File: config.mk
export PLATFORM = sky130hd
export DESIGN_NAME = lp2_addr_cmd_top
export DESIGN_NICKNAME = d
export VERILOG_FILES = /design/src/rtl/lp2_pkg.sv /design/src/rtl/lp2_cmd_if.sv /design/src/rtl/lp2_cmd_encoder.sv /design/src/rtl/lp2_cmd_fifo.sv /design/src/rtl/lp2_afi_driver.sv /design/src/rtl/lp2_addr_cmd_top.sv
export VERILOG_INCLUDE_DIRS = /design/src /design/src/include
export SDC_FILE = /design/constraint.sdc
export NUM_CORES = 1
export LEC_CHECK = 0
export BUFFER_PORTS_ARGS = -buffer_cell sky130_fd_sc_hd__buf_2
export CAP_MARGIN = 20
export CORE_MARGIN = 2
export CORE_UTILIZATION = 55
export DETAILED_ROUTE_END_ITERATION = 16
export GPL_TIMING_DRIVEN = 0
export PLACE_DENSITY_LB_ADDON = 0.2
export REMOVE_ABC_BUFFERS = 1
export SLEW_MARGIN = 30
export SYNTH_ARGS = -nofsm -noshare
export SYNTH_HDL_FRONTEND = slang
export SYNTH_SLANG_ARGS = --single-unit
File: constraint.sdc
create_clock -name ctl_clk -period 6.4 [get_ports ctl_clk]
set_clock_uncertainty 0.2 [all_clocks]
set_input_delay 0.96 -clock ctl_clk [delete_from_list [all_inputs] [get_ports ctl_clk]]
set_output_delay 0.96 -clock ctl_clk [all_outputs]
set_load 0.05 [all_outputs]
File: src/include/lp2_macros.svh
// width and depth definitions for the LPDDR2 command encoder
//   chip select count, row/column/bank address widths
//   command/address word width, mode register field width
//   command buffer depth

`ifndef LP2_MACROS_SVH
`define LP2_MACROS_SVH

// memory geometry
`define LP2_NUM_CHIP   2
`define LP2_ROW_W      15
`define LP2_COL_W      12
`define LP2_BA_W       3

// command/address bus, one DDR word per clock
`define LP2_CA_W       20
`define LP2_MR_W       8     // mode register address and opcode

// encoded command buffer
`define LP2_FIFO_DEPTH 4

`endif

File: src/rtl/lp2_pkg.sv
// shared types for the LPDDR2 command encoder
//   command enum
//   row, column and mode register layouts of the CA word
//   CA word union over the three layouts and a raw view

`include "lp2_macros.svh"

package lp2_pkg;

    typedef enum logic [3:0] {
        act, pre, pre_all, wr, rd, ref_all, ref_bank, mrw, mrr, bst
    } lp2_cmd_e;

    ////////////////////////////////////////////////////////////////////////////
    // CA word layouts, msb first
    ////////////////////////////////////////////////////////////////////////////

    // activate
    typedef struct packed {
        logic [1:0] row_14_13;
        logic [7:0] row_7_0;
        logic [2:0] bank;
        logic [2:0] row_12_10;
        logic [1:0] row_9_8;
        logic [1:0] code;       // always 10
    } lp2_ca_row_t;

    // read / write, also carries the precharge bank
    typedef struct packed {
        logic [8:0] col_11_3;
        logic       ap;
        logic [2:0] bank;
        logic [1:0] col_2_1;
        logic       zero;
        logic [3:0] code;
    } lp2_ca_col_t;

    // mode register write / read
    typedef struct packed {
        logic [1:0] ma_7_6;
        logic [7:0] op;
        logic [5:0] ma_5_0;
        logic [3:0] code;
    } lp2_ca_mr_t;

    typedef union packed {
        lp2_ca_row_t            row;
        lp2_ca_col_t            col;
        lp2_ca_mr_t             mr;
        logic [`LP2_CA_W-1:0]   raw;
    } lp2_ca_word_u;

endpackage

File: src/rtl/lp2_cmd_if.sv
// encoded command channel
//   valid/ready handshake, per chip select and CA word
//   src and dst modports

`timescale 1ns/10ps
`include "lp2_macros.svh"

interface lp2_cmd_if;
    import lp2_pkg::*;

    logic                       valid;
    logic                       ready;
    logic [`LP2_NUM_CHIP-1:0]   cs_n;   // active low, one per chip
    lp2_ca_word_u               ca;

    modport src (
        output valid,
        output cs_n,
        output ca,
        input  ready
    );

    modport dst (
        input  valid,
        input  cs_n,
        input  ca,
        output ready
    );

endinterface

File: src/rtl/lp2_cmd_encoder.sv
// LPDDR2 command encoder
//   request handshake, command decode into the CA word layouts
//   one-entry output slot held under back-pressure

`timescale 1ns/10ps
`include "lp2_macros.svh"

module lp2_cmd_encoder (
    input  logic                        ctl_clk,
    input  logic                        ctl_reset_n,
    input  logic                        req_valid,
    output logic                        req_ready,
    input  lp2_pkg::lp2_cmd_e           req_cmd,
    input  logic [`LP2_NUM_CHIP-1:0]    req_chip,
    input  logic [`LP2_BA_W-1:0]        req_bank,
    input  logic [`LP2_ROW_W-1:0]       req_row,
    input  logic [`LP2_COL_W-1:0]       req_col,
    input  logic                        req_auto_precharge,
    input  logic [`LP2_MR_W-1:0]        req_mr_addr,
    input  logic [`LP2_MR_W-1:0]        req_mr_opcode,
    lp2_cmd_if.src                      cmd_out
);
    import lp2_pkg::*;

    lp2_ca_word_u               enc_ca;
    logic                       req_take;
    logic                       slot_valid;
    logic [`LP2_NUM_CHIP-1:0]   slot_cs_n;
    lp2_ca_word_u               slot_ca;

    ////////////////////////////////////////////////////////////////////////////
    // command decode
    ////////////////////////////////////////////////////////////////////////////

    always_comb
    begin
        enc_ca = '0;            // unlisted bits stay zero
        case (req_cmd)
            act:
            begin
                enc_ca.row.row_14_13 = req_row[14:13];
                enc_ca.row.row_7_0   = req_row[7:0];
                enc_ca.row.bank      = req_bank;
                enc_ca.row.row_12_10 = req_row[12:10];
                enc_ca.row.row_9_8   = req_row[9:8];
                enc_ca.row.code      = 2'b10;
            end
            pre:
            begin
                enc_ca.col.bank = req_bank;  // no row bits on precharge
                enc_ca.col.code = 4'b1011;
            end
            pre_all:
            begin
                enc_ca.col.zero = 1'b1;      // all-bank flag in bit 4
                enc_ca.col.code = 4'b1011;
            end
            wr, rd:
            begin
                enc_ca.col.col_11_3 = req_col[11:3];
                enc_ca.col.ap       = req_auto_precharge;
                enc_ca.col.bank     = req_bank;
                enc_ca.col.col_2_1  = req_col[2:1];
                enc_ca.col.code     = (req_cmd == wr) ? 4'b0001 : 4'b0101;
            end
            ref_all:  enc_ca.raw[3:0] = 4'b1100;
            ref_bank: enc_ca.raw[3:0] = 4'b0100;
            mrw, mrr:
            begin
                enc_ca.mr.ma_7_6 = req_mr_addr[7:6];
                enc_ca.mr.ma_5_0 = req_mr_addr[5:0];
                if (req_cmd == mrw)
                begin
                    enc_ca.mr.op   = req_mr_opcode;
                    enc_ca.mr.code = 4'b0000;
                end
                else
                begin
                    enc_ca.mr.code = 4'b1000;  // opcode field zero on read
                end
            end
            bst:      enc_ca.raw[3:0] = 4'b0011;
            default:  enc_ca = '0;
        endcase
    end

    ////////////////////////////////////////////////////////////////////////////
    // output slot
    ////////////////////////////////////////////////////////////////////////////

    assign req_ready = ~slot_valid | cmd_out.ready;   // empty or draining now
    assign req_take  = req_valid & req_ready;

    always_ff @(posedge ctl_clk or negedge ctl_reset_n)
    begin
        if (!ctl_reset_n)
        begin
            slot_valid <= 1'b0;
        end
        else if (req_take)
        begin
            slot_valid <= 1'b1;
        end
        else if (cmd_out.ready)
        begin
            slot_valid <= 1'b0;
        end
    end

    always_ff @(posedge ctl_clk)
    begin
        if (req_take)
        begin
            slot_ca   <= enc_ca;
            slot_cs_n <= ~req_chip;
        end
    end

    assign cmd_out.valid = slot_valid;
    assign cmd_out.cs_n  = slot_cs_n;
    assign cmd_out.ca    = slot_ca;

    // a command with no chip selected would be silently lost downstream
    a_req_chip_nonzero: assert property (
        @(posedge ctl_clk) disable iff (!ctl_reset_n)
        req_take |-> (req_chip != '0)
    );

endmodule

File: src/rtl/lp2_cmd_fifo.sv
// encoded command queue
//   circular store with read/write pointers and entry count
//   first-word-fall-through head, push and pop in the same cycle

`timescale 1ns/10ps
`include "lp2_macros.svh"

module lp2_cmd_fifo (
    input  logic    ctl_clk,
    input  logic    ctl_reset_n,
    lp2_cmd_if.dst  cmd_in,
    lp2_cmd_if.src  cmd_out
);
    import lp2_pkg::*;

    localparam int PTR_W = $clog2(`LP2_FIFO_DEPTH);
    localparam int CNT_W = $clog2(`LP2_FIFO_DEPTH + 1);

    lp2_ca_word_u               ca_mem   [`LP2_FIFO_DEPTH];
    logic [`LP2_NUM_CHIP-1:0]   cs_n_mem [`LP2_FIFO_DEPTH];
    logic [PTR_W-1:0]           wr_ptr;
    logic [PTR_W-1:0]           rd_ptr;
    logic [CNT_W-1:0]           count;
    logic                       push;
    logic                       pop;

    assign cmd_in.ready  = (count != CNT_W'(`LP2_FIFO_DEPTH));
    assign cmd_out.valid = (count != '0);
    assign cmd_out.ca    = ca_mem[rd_ptr];      // head shown without delay
    assign cmd_out.cs_n  = cs_n_mem[rd_ptr];

    assign push = cmd_in.valid & cmd_in.ready;
    assign pop  = cmd_out.valid & cmd_out.ready;

    always_ff @(posedge ctl_clk or negedge ctl_reset_n)
    begin
        if (!ctl_reset_n)
        begin
            wr_ptr <= '0;
            rd_ptr <= '0;
            count  <= '0;
        end
        else
        begin
            if (push)
            begin
                wr_ptr <= (wr_ptr == PTR_W'(`LP2_FIFO_DEPTH - 1)) ? '0 : wr_ptr + 1'b1;
            end
            if (pop)
            begin
                rd_ptr <= (rd_ptr == PTR_W'(`LP2_FIFO_DEPTH - 1)) ? '0 : rd_ptr + 1'b1;
            end
            if (push && !pop)
            begin
                count <= count + 1'b1;
            end
            else if (pop && !push)
            begin
                count <= count - 1'b1;
            end
        end
    end

    always_ff @(posedge ctl_clk)
    begin
        if (push)
        begin
            ca_mem[wr_ptr]   <= cmd_in.ca;
            cs_n_mem[wr_ptr] <= cmd_in.cs_n;
        end
    end

    a_count_in_range: assert property (
        @(posedge ctl_clk) disable iff (!ctl_reset_n)
        count <= CNT_W'(`LP2_FIFO_DEPTH)
    );

    // waiting head must not move or vanish until the driver takes it
    a_head_stable: assert property (
        @(posedge ctl_clk) disable iff (!ctl_reset_n)
        (cmd_out.valid && !cmd_out.ready) |=>
            (cmd_out.valid && $stable(cmd_out.ca) && $stable(cmd_out.cs_n))
    );

endmodule

File: src/rtl/lp2_afi_driver.sv
// AFI command driver
//   takes the queue head while calibration is good
//   registered cs_n / addr, no-operation in idle cycles

`timescale 1ns/10ps
`include "lp2_macros.svh"

module lp2_afi_driver (
    input  logic                        ctl_clk,
    input  logic                        ctl_reset_n,
    input  logic                        ctl_cal_success,
    lp2_cmd_if.dst                      cmd_in,
    output logic [`LP2_NUM_CHIP-1:0]    afi_cs_n,
    output logic [`LP2_CA_W-1:0]        afi_addr
);

    logic issue;

    assign cmd_in.ready = ctl_cal_success;          // hold everything until calibrated
    assign issue        = cmd_in.valid & cmd_in.ready;

    always_ff @(posedge ctl_clk or negedge ctl_reset_n)
    begin
        if (!ctl_reset_n)
        begin
            afi_cs_n <= '1;
            afi_addr <= '0;
        end
        else if (issue)
        begin
            afi_cs_n <= cmd_in.cs_n;
            afi_addr <= cmd_in.ca.raw;
        end
        else
        begin
            afi_cs_n <= '1;                         // nop
            afi_addr <= '0;
        end
    end

    // no chip may be selected in the cycle after an uncalibrated edge
    a_no_cmd_uncal: assert property (
        @(posedge ctl_clk) disable iff (!ctl_reset_n)
        !ctl_cal_success |=> (afi_cs_n == '1)
    );

endmodule

File: src/rtl/lp2_addr_cmd_top.sv
// LPDDR2 address/command top level
//   encoder -> command queue -> AFI driver
//   plain request and AFI ports

`timescale 1ns/10ps
`include "lp2_macros.svh"

module lp2_addr_cmd_top (
    input  logic                        ctl_clk,
    input  logic                        ctl_reset_n,
    input  logic                        ctl_cal_success,

    // request port
    input  logic                        req_valid,
    output logic                        req_ready,
    input  lp2_pkg::lp2_cmd_e           req_cmd,
    input  logic [`LP2_NUM_CHIP-1:0]    req_chip,
    input  logic [`LP2_BA_W-1:0]        req_bank,
    input  logic [`LP2_ROW_W-1:0]       req_row,
    input  logic [`LP2_COL_W-1:0]       req_col,
    input  logic                        req_auto_precharge,
    input  logic [`LP2_MR_W-1:0]        req_mr_addr,
    input  logic [`LP2_MR_W-1:0]        req_mr_opcode,

    // AFI
    output logic [`LP2_NUM_CHIP-1:0]    afi_cs_n,
    output logic [`LP2_CA_W-1:0]        afi_addr
);

    lp2_cmd_if cmd_enc_if ();
    lp2_cmd_if cmd_q_if ();

    lp2_cmd_encoder u_cmd_encoder (
        .ctl_clk            (ctl_clk),
        .ctl_reset_n        (ctl_reset_n),
        .req_valid          (req_valid),
        .req_ready          (req_ready),
        .req_cmd            (req_cmd),
        .req_chip           (req_chip),
        .req_bank           (req_bank),
        .req_row            (req_row),
        .req_col            (req_col),
        .req_auto_precharge (req_auto_precharge),
        .req_mr_addr        (req_mr_addr),
        .req_mr_opcode      (req_mr_opcode),
        .cmd_out            (cmd_enc_if.src)
    );

    lp2_cmd_fifo u_cmd_fifo (
        .ctl_clk            (ctl_clk),
        .ctl_reset_n        (ctl_reset_n),
        .cmd_in             (cmd_enc_if.dst),
        .cmd_out            (cmd_q_if.src)
    );

    lp2_afi_driver u_afi_driver (
        .ctl_clk            (ctl_clk),
        .ctl_reset_n        (ctl_reset_n),
        .ctl_cal_success    (ctl_cal_success),
        .cmd_in             (cmd_q_if.dst),
        .afi_cs_n           (afi_cs_n),
        .afi_addr           (afi_addr)
    );

endmodule

# Word level (Yosys, flattened, before mapping)
# Memories as Yosys holds them, arrays and structs flattened.
# Cells that the tools add are included.
# totals
regBits	52
ram_bits	88
in_bits	57
out_inout_bits	23
elab_cells	62
memories	2
# memory_table
name	words	width	read_ports	rd_clocked_by_memory_dff	write_ports	line	text
u_cmd_fifo.ca_mem	4	20	1	0	1	lp2_cmd_fifo.sv:19	lp2_ca_word_u ca_mem [`LP2_FIFO_DEPTH];
u_cmd_fifo.cs_n_mem	4	2	1	0	1	lp2_cmd_fifo.sv:20	logic [`LP2_NUM_CHIP-1:0] cs_n_mem [`LP2_FIFO_DEPTH];
# op_classes
add_sub_neg	4
n_eq_ne	12
mux	18
bitwise	6
n_reduce_logical	12
# ops
op	count
$pmux W10 S3	1
$pmux W4 S7	1
$mux W20	1
$eq A4 B3 Y1 const B	4
$mux W3	3
$eq A4 B2 Y1 const B	2
$eq A4 B4 Y1 const B	2
$mux W8	1
$mux W2	3
$pmux W2 S3	1
$pmux W3 S2	1
$reduce_or A2 Y1	3
$add A2 B1 Y2 const B	2
$eq A2 B2 Y1 const B	2
$eq A4 B1 Y1 const B	1
$logic_not A4 Y1	1
$mux W1	4
$mux W4	1
$reduce_bool A2 Y1	2
$reduce_or A4 Y1	1
$add A3 B1 Y3 const B	1
$and A1 B1 Y1	3
$ne A3 B3 Y1 const B	1
$pmux W1 S3	1
other kinds (7)	9

# Depth between registers and ports, before layout
# Gate-level depths: netlist (run 1).
# depth
ltp_word	6
mapped_depth	8

# Hierarchy
# From an unflattened synthesis (run 1), not the netlist that was laid out.
# hier_totals
hier_cells	304
area_unflattened_um2	5592.9
# modules_own_cells
module	instances	cells_per_inst	area_each_um2	seq_area_each_um2
lp2_cmd_fifo	1	151	3608.5	2817.7
lp2_cmd_encoder	1	104	1248.7	685.7
lp2_afi_driver	1	49	735.7	553.0

# Worst setup path before layout (run 1)
# No wires, ideal clock.
# synth_path
path_kind	input-to-reg
startpoint	input ctl_cal_success
endpoint	register u_cmd_fifo.count[2]
arrival_ns	2.322
t_required_ns	6.121
setup_slack_ns	3.799
stages	8
cell_sequence	o31ai_2 -> buf_2 -> ha_1 -> inv_1 -> fa_1 -> xor2_1 -> nor2_1 -> xor2_1
# synth_via
elab_chain_cells	4
elab_cells_between_ends	6
classes_between	mux (1); bitwise (1); reduce/logical (4)
# synth_rtl
item	line	text
start: declaration	lp2_addr_cmd_top.sv:11	input logic ctl_cal_success,
$and A1 B1 Y1 (*)	lp2_cmd_fifo.sv:33	assign pop = cmd_out.valid & cmd_out.ready;
$logic_not A1 Y1	lp2_cmd_fifo.sv:53	if (push && !pop)
$logic_and A1 B1 Y1	lp2_cmd_fifo.sv:53	
$mux W3 or $reduce_bool A2 Y1 (tied branches)	--	
end signal: assignment	lp2_cmd_fifo.sv:55	count <= count + 1'b1;
end signal: assignment	lp2_cmd_fifo.sv:59	count <= count - 1'b1;
end: declaration	lp2_cmd_fifo.sv:23	logic [CNT_W-1:0] count;
# Every way passes the cells marked *; elsewhere a longest branch is shown, timed or not.
# A chain may end at the register's enable or synchronous reset.

# Final worst setup path (run 1)
# layout_path
startpoint	register u_cmd_fifo.count[0]
endpoint	output req_ready
# layout_via
elab_chain_cells	2
# layout_rtl
item	line	text
$ne A3 B3 Y1	lp2_cmd_fifo.sv:27	assign cmd_in.ready = (count != CNT_W'(`LP2_FIFO_DEPTH));
$or A1 B1 Y1	lp2_cmd_encoder.sv:91	assign req_ready = ~slot_valid | cmd_out.ready;
end: declaration	lp2_addr_cmd_top.sv:15	output logic req_ready,
# No other way between the ends.

==> results.txt, run 1 <==
The run finished with clean final reports. The peak supply drop is 0.182 mV. The total area of multi-input combinational cells is 0.00140 mm^2. The number of antenna violations at the first check in global routing came out at 0. The count of flip-flops with a built-in enable after synthesis is 110. The number of buffers added by the clock tree synthesis step is 17. After routing the design area is 0.00667 mm^2. Of the cells placed in the final design, the portion with a size suffix greater than 1 is 38.0%. The element type at the critical path end is an output pin. The pin slew with the least headroom to its limit is 841 ps. During synthesis, Yosys emitted a total of 0 warnings. STA puts the critical path data arrival time at 1530 ps. The tool flagged a number of max-cap violations equal to 0. Counting along the longest clock path gives a buffer depth of 2. The overall power after layout came out at 3.14 mW. TritonCTS built the clock tree. The depth of the CTS H-tree came out at 4. Using the TritonRoute via totals, the vias-per-cell ratio works out to 5.41. The net count of the finished layout is 456. Along the worst path, the maximum fanout reaches 4. The power per standard cell area came out at 472 mW/mm^2.

The remaining antenna violation count is 0. In this run, post-CTS repair resized a total of 0 instances. The final routed DRC violation total came out at 0. The synthesized area came out at 0.00553 mm^2. The layout-stage area growth over the synthesis result came out at 20.6%. In this run the clock root is driven by a clkbuf_8.

In the synthesized netlist, the number of instances is 307. Once placement finished, the instance area stood at 0.00608 mm^2. Setup repair after global routing left no endpoint under its margin. The post-synthesis adder-cell area fraction came out at 1.72%.

The number of endpoints with negative hold slack in the final report is 0. The count of fill cells added during filler insertion came out at 665. The area of the core came out at 0.00977 mm^2. The final setup TNS is 0 ps. The number of library cell types mapped by synthesis came out at 42.

The capturing point of the worst reg2reg path is u_cmd_fifo.count[2]. The startpoint kind of the worst setup timing path is a register. The xor and xnor fraction of the mapped netlist area came out at 0.475%. The number of cells traversed by the worst register-to-register path came out at 7.

The global routing usage summed across all routing layers came out at 19.6%. The routed wire length came out at 9770 um. In the synthesized netlist the async set-or-reset flop fraction comes to 21.4%. The first global-routing pass estimated 15500 um of wire. The wire length per cell after detailed routing is 18.2 um. Averaged over all synthesized cells, the footprint is 18.0 um^2. The most used flip-flop cell after synthesis is edfxtp_1. The mux cell area share after synthesis came out at 9.98%. The starting utilization of the core area is 56.6%. The required time of the worst setup path is 5240 ps.

The count of routing violations after the opening detailed-route iteration is 168. The maximum number of pins on one net before global-route repair came out at 31. Sorting the synthesized cells by area gives the leading types as edfxtp_1, dfrtp_1, mux4_2, nor2b_1, ha_1. The worst-case headroom to the max-slew limit came out at 43.8%. edfxtp_1 is the most common cell in the netlist. Measured along the y axis, the die boundary spans 104 um. The number of cell rows is 36.

The synthesized-area fraction occupied by ao, oa, aoi and oai cells is 4.64%. The leakage power figure came out at 2.57 nW. By count the netlist is led by edfxtp_1, dfrtp_1, mux4_2. The part of the cycle the worst path needs is 42.0%. Summing the sequential cell areas from Yosys gives 73.4% of the chip area. The count of final max-slew check failures came to 0. The number of antenna diodes is 0. The core occupancy in the finished layout came out at 68.2%. For this block, the via count after detailed routing is 2912. The number of buffers added for setup after CTS came out at 0. The setup-violating endpoint count in the final report is 0. The hold buffer count at CTS came out at 0. The I/O pin count is 80. For this run, the detailed router's first-pass iteration total came to 4. The number of global-route vias before repair came out at 3013. The worst setup path is of the register to output pin kind.

At the later pin of the worst-skew pair, clock insertion delay measures 520 ps. The final estimated routing congestion in global placement is 0.735. In this run the worst hold path is classified as input port to asynchronous set/reset pin. Global routing finished with a remaining overflow of 0.

The routed design could run at a clock period as short as 2690 ps. The synthesized-area fraction occupied by and/or/nand/nor cells came out at 8.08%. Clock-pin slew was measured on the worst setup and hold paths at 60 ps.

In this run the horizontal extent of the chip is 104 um. The post-DP HPWL is 5950 um. The minimum setup slack among reg-to-reg paths came out at 3920 ps. The share of synthesized area in the top cell type comes to 59.8%. After synthesis, the largest family of logic cells by area is multiplexers. The upper clock frequency limit came out at 372 MHz.

The source of the worst register-to-register timing path is u_cmd_fifo.count[0]. The number of buffer cells added on primary ports came out at 78. The die outline area is 0.0109 mm^2. The CTS sink count came out at 140. Registers take 0.00406 mm^2. The library cell with the largest summed area after synthesis is edfxtp_1. The synthesis-stage register bit count is 140.
cell type report:
cell class	count	area share, %
Sequential cell	140	60.9
Tap cell	133	2.50
Clock inverter	14	2.55
Timing Repair Buffer	80	6.44
Clock buffer	18	6.27
Multi-Input combinational cell	147	21.0
Inverter	6	0.338
flip-flops by register name (all words and copies together), names as in the netlist:
signal	flops
u_cmd_fifo.cs_n_mem	8
u_cmd_fifo.rd_ptr	2
u_cmd_fifo.wr_ptr	2
u_afi_driver.afi_addr	20
u_cmd_encoder.cmd_out.valid	1
u_afi_driver.afi_cs_n	2
u_cmd_encoder.cmd_out.ca	20
u_cmd_fifo.count	3
u_cmd_encoder.cmd_out.cs_n	2
u_cmd_fifo.ca_mem	80
critical path: stages, from the launching register on:
cell and delay [ps]:
dfrtp_1 460, nor2_1 180, nand3_1 130, buf_2 240
kinds of logic after synthesis:
logic type      after synthesis
simple gates                 74
mux                          27
xor+xnor                      3
compound gates               36
fa+ha+maj                     7
flops                       140
buf+inv                      20
layout by cell type (no fill, tap or decap), drive strengths merged, types with 6 or more instances in the layout:
cell | netlist | final
clkinvlp | 0 | 6
and2 | 9 | 9
edfxtp | 110 | 110
inv | 6 | 8
dfrtp | 28 | 28
o21ai | 10 | 10
nor2 | 6 | 6
nor2b | 20 | 20
ha | 6 | 6
clkbuf | 3 | 18
nand2 | 14 | 14
buf | 11 | 80
mux4 | 22 | 22
a22oi | 8 | 8
nand2b | 7 | 7
metrics by stage:
| step | instances | worst slack [ps] | hold slack [ps] |
|---|---|---|---|
| final | 538 | 3710 | 288 |
| after global routing | 538 | 3620 | 305 |
| after CTS | 538 | 3680 | 287 |
| after detailed placement | 506 | 3640 | 286 |
| after global placement | 504 | 2840 | 269 |
| after floorplan | 293 | 3600 | 259 |
how the worst max path moves through the flow:
stage                        start                           end  cells past startpoint
2_1_floorplan  u_cmd_fifo.count[0]           u_cmd_fifo.count[2]                      7
3_5_place_dp            req_cmd[3]  u_cmd_encoder.cmd_out.ca[19]                      4
5_1_grt        u_cmd_fifo.count[0]                     req_ready                      3
6_report       u_cmd_fifo.count[0]                     req_ready                      3
3_3_place_gp   u_cmd_fifo.count[0]           u_cmd_fifo.count[2]                      7
4_1_cts        u_cmd_fifo.count[0]                     req_ready                      3
per-layer routing:
layer,track usage [%],up-vias,routed length [um]
li1,-,1355,-
met5,0,-,0
met3,6.08,17,547
met1,24.0,1447,3900
met2,32.9,93,5150
met4,7.53,0,176
where the power goes:
group	switching, mW	total [mW]	internal (mW)
Combinational	0.467	0.791	0.324
Sequential	0.142	1.40	1.26
Clock	0.360	0.953	0.593
Total	0.969	3.14	2.18
Power figures use the tool's default switching activity.
==> run 2: changes to the inputs <==
Settings changed: ABC_AREA set to 1, CORE_UTILIZATION 55 to 51.
Clock period 6.4 ns to 2.35 ns, I/O delays scaled along.
==> run 2 against run 1 <==
  * Wire length grew 14%
  * Count of clock-buffer cells in the layout increased by 3
  * Global-route usage up 0.91 points
  * Critical path type is now register to register
  * Largest cell class unchanged
==> results.txt, run 2 <==
The count of routing violations after the opening detailed-route iteration came out at 222. For the finished layout, the period the worst path requires is 2240 ps. The worst-case clock buffer depth is 2. Yosys instantiated no cell more often than nand2_1. The sequential share of power is 39.9%. The largest driver fanout on the critical path is 7. Before antenna repair, the detailed router went through 5 iterations. Counting flops per register, the top entry is u_cmd_fifo.ca_mem. In this run the remaining antenna-violating nets after routing total 0. In this run the cell area of the synthesized design comes to 0.00558 mm^2. The number of cell rows came out at 38. The core occupancy in the finished layout is 67.2%. The overall die height is 109 um. The number of buffers added by the clock tree synthesis step is 17. In the post-route analysis, the smallest setup slack over all paths is 113 ps.

The routed wire length came out at 11200 um. The most frequent standard cell in the layout excluding fill and tap cells is nand2_1. Ranked by total cell area, the synthesized netlist is headed by edfxtp_1, dfrtp_1, nand2_1, nor2_1, o21ai_0.

The number of nets at the end of the flow is 661. The count of flip-flops with a built-in enable after synthesis came out at 110. The post-CTS clock slew at the launch and capture registers of the worst setup and hold paths came out at 60 ps. In this run the register-to-register setup slack is 110 ps. In the routed layout, each cell is associated on average with a via count of 4.98. The number of global-route vias before repair came to 3624. The worst slack at placement is -417 ps. The pin slew with the least headroom to its limit came out at 784 ps.

Together, buffers and inverters on the worst path number 3. The Yosys step of the flow raised 0 warnings. In the synthesized netlist, the number of instances is 475. For this run, the top clock speed supported by timing is 447 MHz.

The power per standard cell area came out at 1280 mW/mm^2. The layout-stage area growth over the synthesis result came out at 29.4%. STA classifies the critical path startpoint as a register. The synthesis-stage register bit count is 140. The library cells used most frequently in the layout, excluding fill and tap cells, are nand2_1, edfxtp_1, buf_2. The share of synthesized flip-flops with an asynchronous set or reset is 21.4%.

The number of antenna violations at the first check in global routing is 0. At the worst endpoint, the required time is 2540 ps. Clock tree synthesis found a total of 140 sinks. The die is 109 um wide. In the synthesized netlist, the cells that appear most often are nand2_1, edfxtp_1, nor2_1.

The number of different library cells used by synthesis comes to 27. In this run the tightest slew margin relative to its limit is 47.6%. The core region is 0.0107 mm^2. In this run the most critical hold path is launched from ctl_cal_success.

The depth of the CTS H-tree came out at 4. For this run, the number of standard cells in the final layout without fillers is 750. The part of the Yosys area used for sequential elements is 72.7%.

The part of the cycle the worst path needs came out at 95.2%. The worst register-to-register path ends at u_cmd_fifo.count[1]. Port buffering added 78 buffers. The instance count along the most critical hold path came out at 3. The internal power is 6.07 mW.

STA classifies the critical path endpoint as a register. The first-pass GRT wire length is 17500 um. The starting utilization of the core area is 51.9%. Entering global routing, the biggest net connects 46 pins. The run finished with clean final reports.

The setup-violating endpoint count in the final report is 0. The post-DP HPWL is 6580 um. The detailed router placed 3736 vias in this run. The final estimated routing congestion in global placement came out at 0.748. The reported net switching power came out at 3.18 mW.

The combinational share of power came out at 30.4%. The reported max-cap violation count is 0. The overall power after layout is 9.25 mW. Summed over all instances, the cell type with the most area after synthesis is edfxtp_1.

The final worst hold slack came out at 34.9 ps. The data arrival at the endpoint of the critical path came out at 2430 ps. The largest single stage delay on the critical path is 420 ps. The tightest min-delay check is of the input port to register type. After detailed routing, the average wire length per cell comes to 14.9 um. The most used flip-flop cell after synthesis is edfxtp_1. After detailed placement, the design holds a cell count of 681.

The number of endpoints with negative hold slack in the final report came out at 0. The number of antenna diodes in the final layout is 0. The count of final max-slew check failures is 0.

The switching share of total power came out at 34.4%. Per report_power, the clock group accounts for 29.6% of the total. The path type of the worst setup path is register to register. The global routing usage summed across all routing layers came out at 20.5%.

The slowest library cell on the worst path is dfrtp_1. At the later pin of the worst-skew pair, clock insertion delay measures 520 ps. The final routed DRC violation total is 0. The number of setup buffers added after CTS is 0. The worst hold path terminates at u_afi_driver.afi_addr[15]. The die outline area came out at 0.0118 mm^2. The share of Yosys cell area claimed by the top area cell type came out at 59.2%. The number of flip-flops under the largest register name is 80. The peak supply drop came out at 0.658 mV. TritonCTS built the clock tree. A synthesized cell averages 11.8 um^2. The leakage power figure came out at 3.07 nW. For this design the top-level I/O count stands at 80.

The clock tree root driver cell is clkbuf_8. Walking the worst path, the cells encountered are inv_1 -> nand3_1 -> nand2_2 -> inv_2 -> ha_1 -> inv_1 -> fa_1 -> nand2_1 -> o21ai_0. In this run the critical register-to-register path is launched from u_cmd_fifo.count[0]. Measured in cells, the most critical reg-to-reg path has a length of 9. Of the cells placed in the final design, the portion with a size suffix greater than 1 is 23.1%. The kind of cell with the highest combined delay along the critical path is adder cells. In this design, the critical path's most frequently occurring cell is inv_1. The global-route congestion overflow total came out at 0.
## run 2: cell types whose count changed after synthesis, sizes merged, moves of 5 or more
cell / change
nand2: +132
nor2: +48
inv: +23
mux4: -22
o21ai: +21
nand3: +20
nor2b: -20
a21oi: +16
and2: -9
a22oi: -8
nand2b: -7
mux2: -5
## run 2: worst max-delay path by stage
| stage | start | end | slack (ps) | cells past startpoint |
|---|---|---|---|---|
| 6_report | u_cmd_fifo.count[0] | u_cmd_fifo.count[1] | 110 | 9 |
| 5_1_grt | u_cmd_fifo.count[0] | u_cmd_fifo.count[2] | -10 | 10 |
| 4_1_cts | u_cmd_fifo.count[0] | u_cmd_fifo.count[1] | 7 | 9 |
| 3_5_place_dp | u_cmd_fifo.count[0] | u_cmd_fifo.count[2] | -420 | 10 |
| 3_3_place_gp | u_cmd_fifo.count[0] | u_cmd_fifo.ca_mem[3][6] | -800 | 4 |
| 2_1_floorplan | u_cmd_fifo.wr_ptr[0] | u_cmd_fifo.ca_mem[2][0] | 140 | 4 |
## run 2: through the flow
stage	setup TNS (ps)	area, um^2
after floorplan	0	5470
after global placement	-73810	6040
after detailed placement	-719	6200
after CTS	0	7190
after global routing	-12.7	7220
final	0	7220
## run 2: what timing repair did
| action | in CTS | in global routing |
|---|---|---|
| hold endpoints to repair | 49 | 0 |
| pin swaps | 0 | 1 |
| gates resized for setup | 2 | 5 |
| hold buffers | 36 | 0 |
| setup endpoints to repair | 2 | 2 |
| cloned | 0 | 1 |
## run 2: final cells by class
cell class | count | area, um^2
Clock inverter | 11 | 165
Tap cell | 140 | 175
Fill cell | 810 | 3520
Multi-Input combinational cell | 290 | 1380
Sequential cell | 140 | 4060
Inverter | 29 | 111
Timing Repair Buffer | 119 | 881
Clock buffer | 21 | 459
## run 2: worst register-to-register path, stage by stage (launching register included)
cell and delay (ps):
dfrtp_1 420, inv_1 160, nand3_1 110, nand2_2 240, inv_2 90, ha_1 220
inv_1 90, fa_1 420, nand2_1 80, o21ai_0 80
## run 2: logic make-up (layout without fill, tap and decap cells)
logic type	count (synthesis)	count (layout)	synth area share (%)
AO/OA/AOI/OAI	54	54	4.98
XOR/XNOR	2	2	0.314
adder cells (fa/ha/maj)	7	7	1.70
buffers and inverters	46	180	3.99
flip-flops	140	140	72.7
AND/OR/NAND/NOR	226	227	16.3
## run 2: layer usage
metal	GRT usage, %	wire, um	part of all wire [%]
met2	35.8	5930	53
met4	8.70	135	1.2
met5	0	0	0
met1	23.7	4470	40
met3	5.74	627	5.6
## run 2: power groups by stage
stage	Clock, mW	Combinational (mW)	Sequential (mW)
floorplan	0	1.16	4.34
global placement	0	2.34	3.83
detailed placement	0	2.72	3.74
CTS	2.79	2.79	3.70
global route	2.93	3.10	3.76
finish	2.74	2.82	3.69
